<file path="src/logic/fpslice_macros.svh">
// Shared sizes and constant patterns for the FP slice; include wherever a width is needed
`ifndef FPSLICE_MACROS_SVH
`define FPSLICE_MACROS_SVH

// Datapath and lane geometry
`define FPS_WIDTH       32
`define FPS_HALF_WIDTH  16
`define FPS_NUM_LANES   2

// Register stages in each lane
`define FPS_PIPE_REGS   2

// Operation tag carried alongside the data
`define FPS_TAG_WIDTH   8

// Canonical quiet NaN patterns (RISC-V)
`define FPS_QNAN32      32'h7fc0_0000
`define FPS_QNAN16      16'h7e00

`endif

</file>
<file path="src/logic/fpslice_pkg.sv">
// Types shared by the FP slice modules; referenced by scoped name from each file
`default_nettype none

package fpslice_pkg;

  // ----------------------------------------
  // Formats and operations
  // ----------------------------------------
  typedef enum logic [0:0] {
    FP32 = 1'b0,
    FP16 = 1'b1
  } fp_format_e;

  typedef enum logic [2:0] {
    SGNJ  = 3'd0,
    SGNJN = 3'd1,
    SGNJX = 3'd2,
    MIN   = 3'd3,
    MAX   = 3'd4
  } operation_e;

  // ----------------------------------------
  // Status and side data
  // ----------------------------------------
  // IEEE exception flags, only NV can fire in this group
  typedef struct packed {
    logic nv;
    logic dz;
    logic of;
    logic uf;
    logic nx;
  } status_t;

  // Travels with lane 0 so the packer knows how to assemble the word
  typedef struct packed {
    fp_format_e fmt;
    logic       vector;
  } lane_aux_t;

endpackage

`default_nettype wire

</file>
<file path="src/logic/fpslice_if.sv">
// Lane request and response handshake bundles used between dispatcher, lanes and packer
`timescale 1ns/1ps
`default_nettype none

`include "fpslice_macros.svh"

// One operation going into a lane
interface fpslice_lane_req_if;
  logic                          valid;
  logic                          ready;
  logic [`FPS_WIDTH-1:0]         operand_a;
  logic [`FPS_WIDTH-1:0]         operand_b;
  fpslice_pkg::operation_e       op;
  fpslice_pkg::fp_format_e       fmt;
  fpslice_pkg::lane_aux_t        aux;
  logic [`FPS_TAG_WIDTH-1:0]     tag;

  modport source (output valid, operand_a, operand_b, op, fmt, aux, tag, input ready);
  modport sink   (input valid, operand_a, operand_b, op, fmt, aux, tag, output ready);
endinterface

// One result leaving a lane, plus the lane's occupancy summary
interface fpslice_lane_rsp_if;
  logic                          valid;
  logic                          ready;
  logic [`FPS_WIDTH-1:0]         result;
  fpslice_pkg::status_t          status;
  fpslice_pkg::lane_aux_t        aux;
  logic [`FPS_TAG_WIDTH-1:0]     tag;
  // Any stage of the lane holds a valid item
  logic                          busy;

  modport source (output valid, result, status, aux, tag, busy, input ready);
  modport sink   (input valid, result, status, aux, tag, busy, output ready);
endinterface

`default_nettype wire

</file>
<file path="src/logic/fpslice_dispatch.sv">
// Input side of the FP slice; splits operands into lanes and issues both lane requests
`timescale 1ns/1ps
`default_nettype none

`include "fpslice_macros.svh"

module fpslice_dispatch (
  input  wire logic [`FPS_WIDTH-1:0]     operand_a_i,
  input  wire logic [`FPS_WIDTH-1:0]     operand_b_i,
  input  wire fpslice_pkg::operation_e   op_i,
  input  wire fpslice_pkg::fp_format_e   fmt_i,
  input  wire logic                      vector_i,
  input  wire logic [`FPS_TAG_WIDTH-1:0] tag_i,
  input  wire logic                      in_valid_i,
  output logic                           in_ready_o,
  fpslice_lane_req_if.source             lane0_o,
  fpslice_lane_req_if.source             lane1_o
);

  localparam int unsigned HW = `FPS_HALF_WIDTH;

  logic                   is_fp16;
  logic                   vector_eff;
  logic                   a_boxed;
  logic                   b_boxed;
  logic [HW-1:0]          a_low;
  logic [HW-1:0]          b_low;
  fpslice_pkg::lane_aux_t aux;

  // Vectors only exist for FP16, FP32 with the vector flag runs as scalar
  assign is_fp16    = (fmt_i == fpslice_pkg::FP16);
  assign vector_eff = vector_i & is_fp16;

  // Upstream ready follows lane 0
  assign in_ready_o = lane0_o.ready;

  // ----------------------------------------
  // FP16 boxing check
  // ----------------------------------------
  assign a_boxed = &operand_a_i[`FPS_WIDTH-1:HW];
  assign b_boxed = &operand_b_i[`FPS_WIDTH-1:HW];

  // An unboxed scalar operand reads as the canonical NaN
  assign a_low = (vector_eff || a_boxed) ? operand_a_i[HW-1:0] : `FPS_QNAN16;
  assign b_low = (vector_eff || b_boxed) ? operand_b_i[HW-1:0] : `FPS_QNAN16;

  assign aux.fmt    = fmt_i;
  assign aux.vector = vector_eff;

  // ----------------------------------------
  // Lane 0: full word or low halves
  // ----------------------------------------
  assign lane0_o.valid     = in_valid_i;
  assign lane0_o.operand_a = is_fp16 ? {{HW{1'b0}}, a_low} : operand_a_i;
  assign lane0_o.operand_b = is_fp16 ? {{HW{1'b0}}, b_low} : operand_b_i;
  assign lane0_o.op        = op_i;
  assign lane0_o.fmt       = fmt_i;
  assign lane0_o.aux       = aux;
  assign lane0_o.tag       = tag_i;

  // ----------------------------------------
  // Lane 1: high halves, vectors only
  // ----------------------------------------
  assign lane1_o.valid     = in_valid_i & vector_eff;
  assign lane1_o.operand_a = {{HW{1'b0}}, operand_a_i[`FPS_WIDTH-1:HW]};
  assign lane1_o.operand_b = {{HW{1'b0}}, operand_b_i[`FPS_WIDTH-1:HW]};
  assign lane1_o.op        = op_i;
  assign lane1_o.fmt       = fpslice_pkg::FP16;
  assign lane1_o.aux       = aux;
  assign lane1_o.tag       = tag_i;

endmodule

`default_nettype wire

</file>
<file path="src/logic/fpslice_lane.sv">
// One FP slice lane; sign injection and min/max followed by an elastic register pipeline
`timescale 1ns/1ps
`default_nettype none

`include "fpslice_macros.svh"

module fpslice_lane #(
  // Lane 0 handles FP32 as well and upper lanes are FP16 only
  parameter bit Fp32Capable = 1'b1
) (
  input  wire logic         clk_i,
  input  wire logic         arst_n_i,
  input  wire logic         flush_i,
  fpslice_lane_req_if.sink  req_i,
  fpslice_lane_rsp_if.source rsp_o
);

  localparam int unsigned N  = `FPS_PIPE_REGS;
  localparam int unsigned W  = `FPS_WIDTH;
  localparam int unsigned TW = `FPS_TAG_WIDTH;

  // ----------------------------------------
  // Operand helpers
  // ----------------------------------------
  function automatic logic sign_of(input logic [W-1:0] val, input logic half);
    return half ? val[15] : val[31];
  endfunction

  function automatic logic [W-2:0] mag_of(input logic [W-1:0] val, input logic half);
    return half ? {16'b0, val[14:0]} : val[W-2:0];
  endfunction

  // Returns {signalling, quiet}
  function automatic logic [1:0] nan_class(input logic [W-1:0] val, input logic half);
    logic exp_ones;
    logic quiet;
    logic frac_nz;
    if (half) begin
      exp_ones = &val[14:10];
      quiet    = val[9];
      frac_nz  = |val[8:0];
    end else begin
      exp_ones = &val[30:23];
      quiet    = val[22];
      frac_nz  = |val[21:0];
    end
    return {exp_ones & ~quiet & frac_nz, exp_ones & quiet};
  endfunction

  // Zero-extended result in the active format
  function automatic logic [W-1:0] build(input logic sgn, input logic [W-2:0] mag,
                                         input logic half);
    return half ? {16'b0, sgn, mag[14:0]} : {sgn, mag};
  endfunction

  logic                 is16;
  logic                 sign_a;
  logic                 sign_b;
  logic [W-2:0]         mag_a;
  logic [W-2:0]         mag_b;
  logic [1:0]           cls_a;
  logic [1:0]           cls_b;
  logic                 nan_a;
  logic                 nan_b;
  logic                 a_lt_b;
  logic [W-1:0]         canon_nan;
  logic [W-1:0]         op_result;
  fpslice_pkg::status_t op_status;

  assign is16 = !Fp32Capable || (req_i.fmt == fpslice_pkg::FP16);

  assign sign_a = sign_of(req_i.operand_a, is16);
  assign sign_b = sign_of(req_i.operand_b, is16);
  assign mag_a  = mag_of(req_i.operand_a, is16);
  assign mag_b  = mag_of(req_i.operand_b, is16);
  assign cls_a  = nan_class(req_i.operand_a, is16);
  assign cls_b  = nan_class(req_i.operand_b, is16);
  assign nan_a  = |cls_a;
  assign nan_b  = |cls_b;

  assign canon_nan = is16 ? {16'b0, `FPS_QNAN16} : `FPS_QNAN32;

  // Sign-magnitude order also puts -0 below +0
  always_comb begin
    if (sign_a != sign_b) begin
      a_lt_b = sign_a;
    end else if (sign_a) begin
      a_lt_b = (mag_a > mag_b);
    end else begin
      a_lt_b = (mag_a < mag_b);
    end
  end

  // ----------------------------------------
  // Operation
  // ----------------------------------------
  always_comb begin
    op_status = '0;
    case (req_i.op)
      fpslice_pkg::SGNJ:  op_result = build(sign_b, mag_a, is16);
      fpslice_pkg::SGNJN: op_result = build(~sign_b, mag_a, is16);
      fpslice_pkg::SGNJX: op_result = build(sign_a ^ sign_b, mag_a, is16);
      fpslice_pkg::MIN, fpslice_pkg::MAX: begin
        op_status.nv = cls_a[1] | cls_b[1];
        if (nan_a && nan_b) begin
          op_result = canon_nan;
        end else if (nan_a) begin
          op_result = build(sign_b, mag_b, is16);
        end else if (nan_b) begin
          op_result = build(sign_a, mag_a, is16);
        end else if (a_lt_b == (req_i.op == fpslice_pkg::MIN)) begin
          op_result = build(sign_a, mag_a, is16);
        end else begin
          op_result = build(sign_b, mag_b, is16);
        end
      end
      default: op_result = canon_nan;
    endcase
  end

  // ----------------------------------------
  // Elastic pipeline
  // ----------------------------------------
  // Index i holds the item after i register stages
  logic [N:0]                       stage_valid;
  logic [N:0]                       stage_ready;
  logic [N:0][W-1:0]                stage_result;
  fpslice_pkg::status_t [N:0]       stage_status;
  fpslice_pkg::lane_aux_t [N:0]     stage_aux;
  logic [N:0][TW-1:0]               stage_tag;

  assign stage_valid[0]  = req_i.valid;
  assign stage_result[0] = op_result;
  assign stage_status[0] = op_status;
  assign stage_aux[0]    = req_i.aux;
  assign stage_tag[0]    = req_i.tag;

  for (genvar i = 0; i < N; i++) begin : gen_stage
    logic load;

    // Advance when downstream takes the item or holds a bubble
    assign stage_ready[i] = rsp_o.ready | ~&stage_valid[N:i+1];
    assign load           = stage_ready[i] & stage_valid[i];

    always_ff @(posedge clk_i or negedge arst_n_i) begin
      if (!arst_n_i) begin
        stage_valid[i+1] <= 1'b0;
      end else if (flush_i) begin
        stage_valid[i+1] <= 1'b0;
      end else if (stage_ready[i]) begin
        stage_valid[i+1] <= stage_valid[i];
      end
    end

    always_ff @(posedge clk_i) begin
      if (load) begin
        stage_result[i+1] <= stage_result[i];
        stage_status[i+1] <= stage_status[i];
        stage_aux[i+1]    <= stage_aux[i];
        stage_tag[i+1]    <= stage_tag[i];
      end
    end
  end

  assign stage_ready[N] = rsp_o.ready;
  assign req_i.ready    = stage_ready[0];

  assign rsp_o.valid  = stage_valid[N];
  assign rsp_o.result = stage_result[N];
  assign rsp_o.status = stage_status[N];
  assign rsp_o.aux    = stage_aux[N];
  assign rsp_o.tag    = stage_tag[N];
  assign rsp_o.busy   = |stage_valid[N:1];

endmodule

`default_nettype wire

</file>
<file path="src/logic/fpslice_pack.sv">
// Output side of the FP slice; merges lane results into one word, flags and handshake
`timescale 1ns/1ps
`default_nettype none

`include "fpslice_macros.svh"

module fpslice_pack (
  fpslice_lane_rsp_if.sink               lane0_i,
  fpslice_lane_rsp_if.sink               lane1_i,
  input  wire logic                      out_ready_i,
  output logic [`FPS_WIDTH-1:0]          result_o,
  output fpslice_pkg::status_t           status_o,
  output logic [`FPS_TAG_WIDTH-1:0]      tag_o,
  output logic                           out_valid_o,
  output logic                           busy_o
);

  localparam int unsigned HW = `FPS_HALF_WIDTH;

  fpslice_pkg::lane_aux_t                     res_aux;
  logic                                       res_vector;
  logic                                       res_fp32;
  logic [`FPS_NUM_LANES-1:0]                  lane_used;
  fpslice_pkg::status_t [`FPS_NUM_LANES-1:0]  lane_status;
  logic [HW-1:0]                              upper_half;

  // Lane 0 carries the format information for the whole word
  assign res_aux    = lane0_i.aux;
  assign res_vector = res_aux.vector;
  assign res_fp32   = (res_aux.fmt == fpslice_pkg::FP32);

  // ----------------------------------------
  // Handshake
  // ----------------------------------------
  assign lane0_i.ready = out_ready_i;
  // Upper lane only pops for vector results
  assign lane1_i.ready = out_ready_i & res_vector;

  assign lane_used[0] = lane0_i.valid;
  assign lane_used[1] = lane1_i.valid & res_vector;

  assign out_valid_o = lane0_i.valid;
  assign tag_o       = lane0_i.tag;
  assign busy_o      = lane0_i.busy | lane1_i.busy;

  // ----------------------------------------
  // Result packing
  // ----------------------------------------
  // Unused upper half is NaN-boxed
  assign upper_half = lane_used[1] ? lane1_i.result[HW-1:0] : {HW{1'b1}};

  assign result_o = res_fp32 ? lane0_i.result : {upper_half, lane0_i.result[HW-1:0]};

  // Collapse the flags of all lanes in use
  assign lane_status[0] = lane_used[0] ? lane0_i.status : '0;
  assign lane_status[1] = lane_used[1] ? lane1_i.status : '0;

  always_comb begin
    status_o = '0;
    for (int i = 0; i < `FPS_NUM_LANES; i++) begin
      status_o = status_o | lane_status[i];
    end
  end

endmodule

`default_nettype wire

</file>
<file path="src/logic/fpslice_top.sv">
// Top level of the two-lane FP slice; connects dispatcher, lanes and packer
`timescale 1ns/1ps
`default_nettype none

`include "fpslice_macros.svh"

module fpslice_top (
  input  wire logic                      clk_i,
  input  wire logic                      arst_n_i,
  // Request
  input  wire logic [`FPS_WIDTH-1:0]     operand_a_i,
  input  wire logic [`FPS_WIDTH-1:0]     operand_b_i,
  input  wire fpslice_pkg::operation_e   op_i,
  input  wire fpslice_pkg::fp_format_e   fmt_i,
  input  wire logic                      vector_i,
  input  wire logic [`FPS_TAG_WIDTH-1:0] tag_i,
  input  wire logic                      in_valid_i,
  output logic                           in_ready_o,
  input  wire logic                      flush_i,
  // Response
  output logic [`FPS_WIDTH-1:0]          result_o,
  output fpslice_pkg::status_t           status_o,
  output logic [`FPS_TAG_WIDTH-1:0]      tag_o,
  output logic                           out_valid_o,
  input  wire logic                      out_ready_i,
  output logic                           busy_o
);

  fpslice_lane_req_if u_req0 ();
  fpslice_lane_req_if u_req1 ();
  fpslice_lane_rsp_if u_rsp0 ();
  fpslice_lane_rsp_if u_rsp1 ();

  // ----------------------------------------
  // Input side
  // ----------------------------------------
  fpslice_dispatch u_dispatch (
    .operand_a_i (operand_a_i),
    .operand_b_i (operand_b_i),
    .op_i        (op_i),
    .fmt_i       (fmt_i),
    .vector_i    (vector_i),
    .tag_i       (tag_i),
    .in_valid_i  (in_valid_i),
    .in_ready_o  (in_ready_o),
    .lane0_o     (u_req0.source),
    .lane1_o     (u_req1.source)
  );

  // ----------------------------------------
  // Lanes
  // ----------------------------------------
  fpslice_lane #(.Fp32Capable(1'b1)) u_lane0 (
    .clk_i    (clk_i),
    .arst_n_i (arst_n_i),
    .flush_i  (flush_i),
    .req_i    (u_req0.sink),
    .rsp_o    (u_rsp0.source)
  );

  fpslice_lane #(.Fp32Capable(1'b0)) u_lane1 (
    .clk_i    (clk_i),
    .arst_n_i (arst_n_i),
    .flush_i  (flush_i),
    .req_i    (u_req1.sink),
    .rsp_o    (u_rsp1.source)
  );

  // ----------------------------------------
  // Output side
  // ----------------------------------------
  fpslice_pack u_pack (
    .lane0_i     (u_rsp0.sink),
    .lane1_i     (u_rsp1.sink),
    .out_ready_i (out_ready_i),
    .result_o    (result_o),
    .status_o    (status_o),
    .tag_o       (tag_o),
    .out_valid_o (out_valid_o),
    .busy_o      (busy_o)
  );

endmodule

`default_nettype wire

</file>
<file path="config.mk">
export PLATFORM = sky130hd
export DESIGN_NAME = fpslice_top
export DESIGN_NICKNAME = d
export VERILOG_FILES = /design/src/logic/fpslice_pkg.sv /design/src/logic/fpslice_if.sv /design/src/logic/fpslice_dispatch.sv /design/src/logic/fpslice_lane.sv /design/src/logic/fpslice_pack.sv /design/src/logic/fpslice_top.sv
export VERILOG_INCLUDE_DIRS = /design/src /design/src/logic
export SDC_FILE = /design/constraint.sdc
export NUM_CORES = 1
export LEC_CHECK = 0
export BUFFER_PORTS_ARGS = -buffer_cell sky130_fd_sc_hd__buf_2
export CELL_PAD_IN_SITES_DETAIL_PLACEMENT = 0
export CELL_PAD_IN_SITES_GLOBAL_PLACEMENT = 2
export CORE_MARGIN = 3
export CORE_UTILIZATION = 41
export DETAILED_ROUTE_END_ITERATION = 10
export HOLD_SLACK_MARGIN = 0.12
export PLACE_DENSITY = 0.92
export SYNTH_ARGS = -nofsm -noshare
export SYNTH_HDL_FRONTEND = slang
export SYNTH_HIERARCHICAL = 1
export SYNTH_SLANG_ARGS = --single-unit
</file>
<file path="constraint.sdc">
create_clock -name clk_i -period 5.9 [get_ports clk_i]
set_input_delay 0.59 -clock clk_i [delete_from_list [all_inputs] [get_ports clk_i]]
set_output_delay 0.59 -clock clk_i [all_outputs]
set_load 0.05 [all_outputs]
</file>
======== After elaboration in Yosys (flattened, before gate mapping) ========
Cells that the tools add are included.
word-level totals
  register bits ........................... 124
  bits of input ports ..................... 82
  output and inout bits ................... 48
  word-level logic and storage cells ...... 148
cells by class
  magnitude comparators ................... 4
  equal/unequal tests ..................... 8
  multiplexer cells ....................... 46
  bitwise gates (word level) .............. 36
  reduce and logical (&&, ||, !) cells .... 36
operators by type and width
  operator            count
  $mux 32             12
  $pmux 32 s4         1
  $mux 16             7
  $mux 31             3
  $pmux 16 s4         1
  $reduce_or 22->1    2
  $reduce_or 9->1     4
  $reduce_and 16->1   2
  $gt 31x31->1        1
  $lt 31x31->1        1
  $and 1x1->1         20
  $mux 1              20
  $reduce_and 5->1    4
  $reduce_and 8->1    2
  $gt 15x15->1        1
  $lt 15x15->1        1
  $reduce_or 2->1     7
  $mux 5              2
  $reduce_bool 2->1   4
  $or 1x1->1          7
  $eq 3x2->1 const B  2
  $not 1->1           6
  $or 5x5->5          1
  $logic_not 1->1     4
  9 further kinds     15

======== Longest topological paths before layout ========
  word-level depth ........................ 14
  depth in mapped cells ................... 15
  mapped depth without buffers ............ 13

======== Modules after synthesis ========
Netlist, hierarchy kept.
by module, submodules not included
  module                   instances  cells an instance  area an instance (um2)
  fpslice_lane at u_lane0  1          464                5128.7
  fpslice_lane at u_lane1  1          246                2989.1
  fpslice_dispatch         1          178                1251.2
  fpslice_pack             1          87                 530.5

======== Worst setup path after synthesis ========
OpenSTA, ideal clock, no wires.
  path type ............................... input to register
  start ................................... input operand_b_i[31]
  end ..................................... register u_lane0/stage_result[36] in the netlist's numbering (data pin)
  library setup time ...................... 256 ps
  arrival ................................. 3593 ps
  required time ........................... 5644 ps
  path slack .............................. 2051 ps
  stages on the path ...................... 15
  buffers on the path ..................... 2
  path through ............................ nand4_1 > o41ai_2 > buf_2 > and2_1 > inv_1 > ha_1 > a211oi_1 > o21ai_0 > a211oi_1 > a21o_1 > nand3_1 > o211ai_2 > o21ai_2 > buf_2 > a22o_1
between the ends
  cells in the longest elaborated chain, start to end .. 14
  elaborated cells on any way between the ends .. 30
  classes of those cells .................. order compare: 2; eq/ne: 2; mux: 15; bitwise: 4; reduce/logical: 7
RTL lines
  item                                          line                                    RTL
  start, declared                               fpslice_top.sv:12                       input wire logic [`FPS_WIDTH-1:0] operand_b_i,
  $reduce_and 16->1 *                           fpslice_dispatch.sv:41                  assign b_boxed = &operand_b_i[`FPS_WIDTH-1:HW];
  $logic_or 1x1->1 *                            fpslice_dispatch.sv:45                  assign b_low = (vector_eff || b_boxed) ? operand_b_i[HW-1:0] : `FPS_QNAN16;
  $mux 16 (no line) *                           n/a
  $mux 32 *                                     fpslice_dispatch.sv:55                  assign lane0_o.operand_b = is_fp16 ? {{HW{1'b0}}, b_low} : operand_b_i;
  named net u_req0.operand_b[8]                 fpslice_if.sv:12                        logic [`FPS_WIDTH-1:0] operand_b;
  $mux 31                                       fpslice_lane.sv:30                      return half ? {16'b0, val[14:0]} : val[W-2:0];
  $lt 31x31->1 or $gt 31x31->1 (tied branches)  fpslice_lane.sv:90, fpslice_lane.sv:88
  $mux 1                                        fpslice_lane.sv:87                      end else if (sign_a) begin
  $mux 1                                        fpslice_lane.sv:85                      if (sign_a != sign_b) begin
  $eq 1x1->1                                    fpslice_lane.sv:111                     end else if (a_lt_b == (req_i.op == fpslice_pkg::MIN)) begin
  $mux 32                                       fpslice_lane.sv:111
  $mux 32                                       fpslice_lane.sv:109                     end else if (nan_b) begin
  $mux 32                                       fpslice_lane.sv:107                     end else if (nan_a) begin
  $mux 32 *                                     fpslice_lane.sv:105                     if (nan_a && nan_b) begin
  $pmux 32 s4 *                                 fpslice_lane.sv:99                      case (req_i.op)
  named net u_lane0.op_result[4]                fpslice_lane.sv:67                      logic [W-1:0] op_result;
  end signal, assigned by index                 fpslice_lane.sv:157                     stage_result[i+1] <= stage_result[i];
  end, declared                                 fpslice_lane.sv:127                     logic [N:0][W-1:0] stage_result;
Mark *: on every way through the listed nets, which the timed path passes. The rest lies on a longest branch.
A chain may end at the register's enable or synchronous reset.

======== Final worst setup path ========
  start ................................... input operand_b_i[31]
  end ..................................... register u_lane0/stage_result[41] in the netlist's numbering (data pin)
The elaborated chain is that of the path after synthesis.

==> flow_summary.ini <==
[cts]
clock-root-buffer = clkbuf_16
numCtsBuffers = 17
path_clk_slew_ps = 50
cts.htree.levels = 4
clk_latency_ps = 410
clock_path_buffers = 2
cts_tree = built
cts.sinks = 124

[worst_setup_path]
path_max_fanout = 16
r2r-end = u_lane0/rsp_o.result[2]
path_depth = 15
crit_arrival_ps = 4560
crit_path_frequent_cell = o21ai_0
slowest_delay_ps = 500
ff2ff_setup_slack_ps = 3880
startpoint = operand_b_i[31]
r2r_cells = 2
timing.rr.start = u_lane0/rsp_o.valid
path_cells = buf_2 -> nand4_1 -> o41ai_2 -> buf_4 -> or2b_1 -> inv_1 -> ha_1 -> o21ai_0 -> o21ai_0 -> a211oi_1 -> a21o_1 -> nand3_1 -> o211ai_2 -> o21ai_2 -> a221o_1
critPathKind = primary input to flip-flop
cp-endpoint = u_lane0/stage_result[41]
worst_path_max_delay_cell = o41ai_2
end_kind = flip-flop
crit_family = compound AO/OA/AOI/OAI gates
cp.required_ps = 6040
worstSetupStartpointType = primary input
crit_buf_inv = 3

[floorplan]
ios = 130
rows = 52
core_mm2 = 0.0206
dieWidth_um = 152
initial_core_util_pct = 42.5
die_h_um = 152
die_area_mm2 = 0.0232

[global_routing]
grt_antenna_before_repair = 0
grt_pass1_vias = 5871
grt_pass1_wl_um = 32600
track_usage_pct = 17.7
grt-ovfl-total = 0
grt_max_degree = 46

[power]
total_power_w = 0.00242
clock_power_share_pct = 37.2
power_frac_seq_pct = 43.5
p_per_area_mw_per_mm2 = 267
peakVddDrop_v = 0.000170
p_sw_w = 0.000662
combinationalPowerShare_pct = 19.3
switching_share_pct = 27.4
p_leak_nw = 3.64
p_int_w = 0.00175

[timing]
fin_setup_tns_ps = 0
setup_viol = 0
clock_skew_ps = 5.12
worstMarginPinSlew_ps = 1200
fmax_mhz = 226
slew_viol_final = 0
finalHoldViolCount = 0
slew_headroom_pct = 19.8
min_period_ps = 4420
rsz0062_at_grt = no
period_share_pct = 74.9

[logic_synthesis]
syn_area_mm2 = 0.00877
synth_warnings = 6
syn_inst = 884
syn_area_per_cell_um2 = 9.92

[final_layout]
utilization_pct = 43.9
antenna_cells = 0
nets = 994
nFillCells = 1994
drive_above_1_share_pct = 20.6
syn2layout_area_growth_pct = 3.29
stdcell_count = 1147
final_area_mm2 = 0.00906

[placement]
portBuffers = 125
dp.cells = 1116
place_area_mm2 = 0.00854
place.gp.congestion = 0.871
dp_hpwl_um = 16200

[drt]
firstDrtPassIters = 5
met2_wirelength_um = 9480
vias = 6082
ant_nets = 0
drt_first_iter_violations = 641
route.met3.wl_um = 1020
wl_per_cell_um = 18.3
viasPerCell = 5.30
drc = 0
wl_met1_um = 9900
dr.max_layer_used = met4
drt_wl_total_um = 21000

[run]
max-cap-violations = 0

[status]
outcome = finished clean

[hold_path]
hold_class = primary input to flip-flop
## worst min path at each step
stage                        endpoint  cells past startpoint  slack [ps]      from
2_1_floorplan     u_lane0/rsp_o.valid                      0         290  arst_n_i
3_3_place_gp      u_lane0/rsp_o.valid                      1         390  arst_n_i
3_5_place_dp   u_lane0/stage_valid[1]                      1         400  arst_n_i
4_1_cts          u_lane0/stage_tag[9]                      1         340  tag_i[1]
5_1_grt         u_lane0/stage_tag[10]                      1         330  tag_i[2]
6_report        u_lane0/stage_tag[11]                      1         360  tag_i[3]
## sequential cells by signal (all words and copies together) (netlist names)
signal / flops
u_lane0/rsp_o.valid: 1
u_lane1/stage_status: 1
u_lane1/rsp_o.valid: 1
u_lane1/rsp_o.result: 16
u_lane1/stage_valid: 1
u_lane0/rsp_o.result: 32
u_lane0/stage_status: 1
u_lane1/stage_result: 16
u_lane0/rsp_o.status: 1
u_lane0/stage_aux: 2
u_lane0/stage_valid: 1
u_lane0/stage_tag: 8
u_lane0/stage_result: 32
u_lane0/rsp_o.aux: 2
u_lane1/rsp_o.status: 1
u_lane0/rsp_o.tag: 8
## area by class of cell
type | instances | area, um2 | share of cell area, %
clock inverter | 11 | 80.1 | 0.884
multi-input combinational | 527 | 3590 | 39.6
sequential | 124 | 3700 | 40.9
inverter | 64 | 240 | 2.65
timing repair buffer | 132 | 681 | 7.51
tap | 270 | 338 | 3.73
clock buffer | 19 | 433 | 4.78
## placed cells by master (no fill, tap or decap), types with 5 or more instances in the layout
cell	n
a211oi_1	7
a21o_1	5
a21oi_1	39
a221o_1	10
a22o_1	23
a2bb2oi_1	5
a31oi_1	20
and2_1	24
buf_2	125
buf_4	6
clkbuf_16	17
clkinv_1	5
conb_1	8
edfxtp_1	120
ha_1	46
inv_1	63
mux2i_1	6
nand2_1	33
nand3_1	15
nand3b_1	10
nand4_1	23
nor2_1	68
nor2b_1	51
nor3_1	17
nor4_1	8
o21ai_0	16
o22ai_1	8
o31ai_1	6
or2b_1	12
## stage by stage
stage          hold WS, ps  setup slack [ps]
3_3_place_gp           394              1070
2_1_floorplan          294              2050
6_report               361              1480
3_5_place_dp           399              1030
4_1_cts                341              1440
5_1_grt                331              1190
## power groups by stage
stage | sequential [W] | clock [W] | combinational, W
after floorplan | 0.00106 | 0 | 0.000396
after global placement | 0.00107 | 0 | 0.000462
after detailed placement | 0.00107 | 0 | 0.000462
after CTS | 0.00105 | 0.000918 | 0.000464
after global routing | 0.00106 | 0.000962 | 0.000508
final | 0.00105 | 0.000898 | 0.000466
## what timing repair did
item,CTS,global route
resized for setup,0,0
endpoints found under the hold margin,4,0
setup buffers,0,0
hold buffers,1,0
## routing by layer
metal	global-route usage [%]	up-vias
met2	27.2	209
li1	-	2993
met4	6.42	0
met1	25.2	2840
met5	0	-
met3	3.21	40
(Power assumes the default switching activity.)
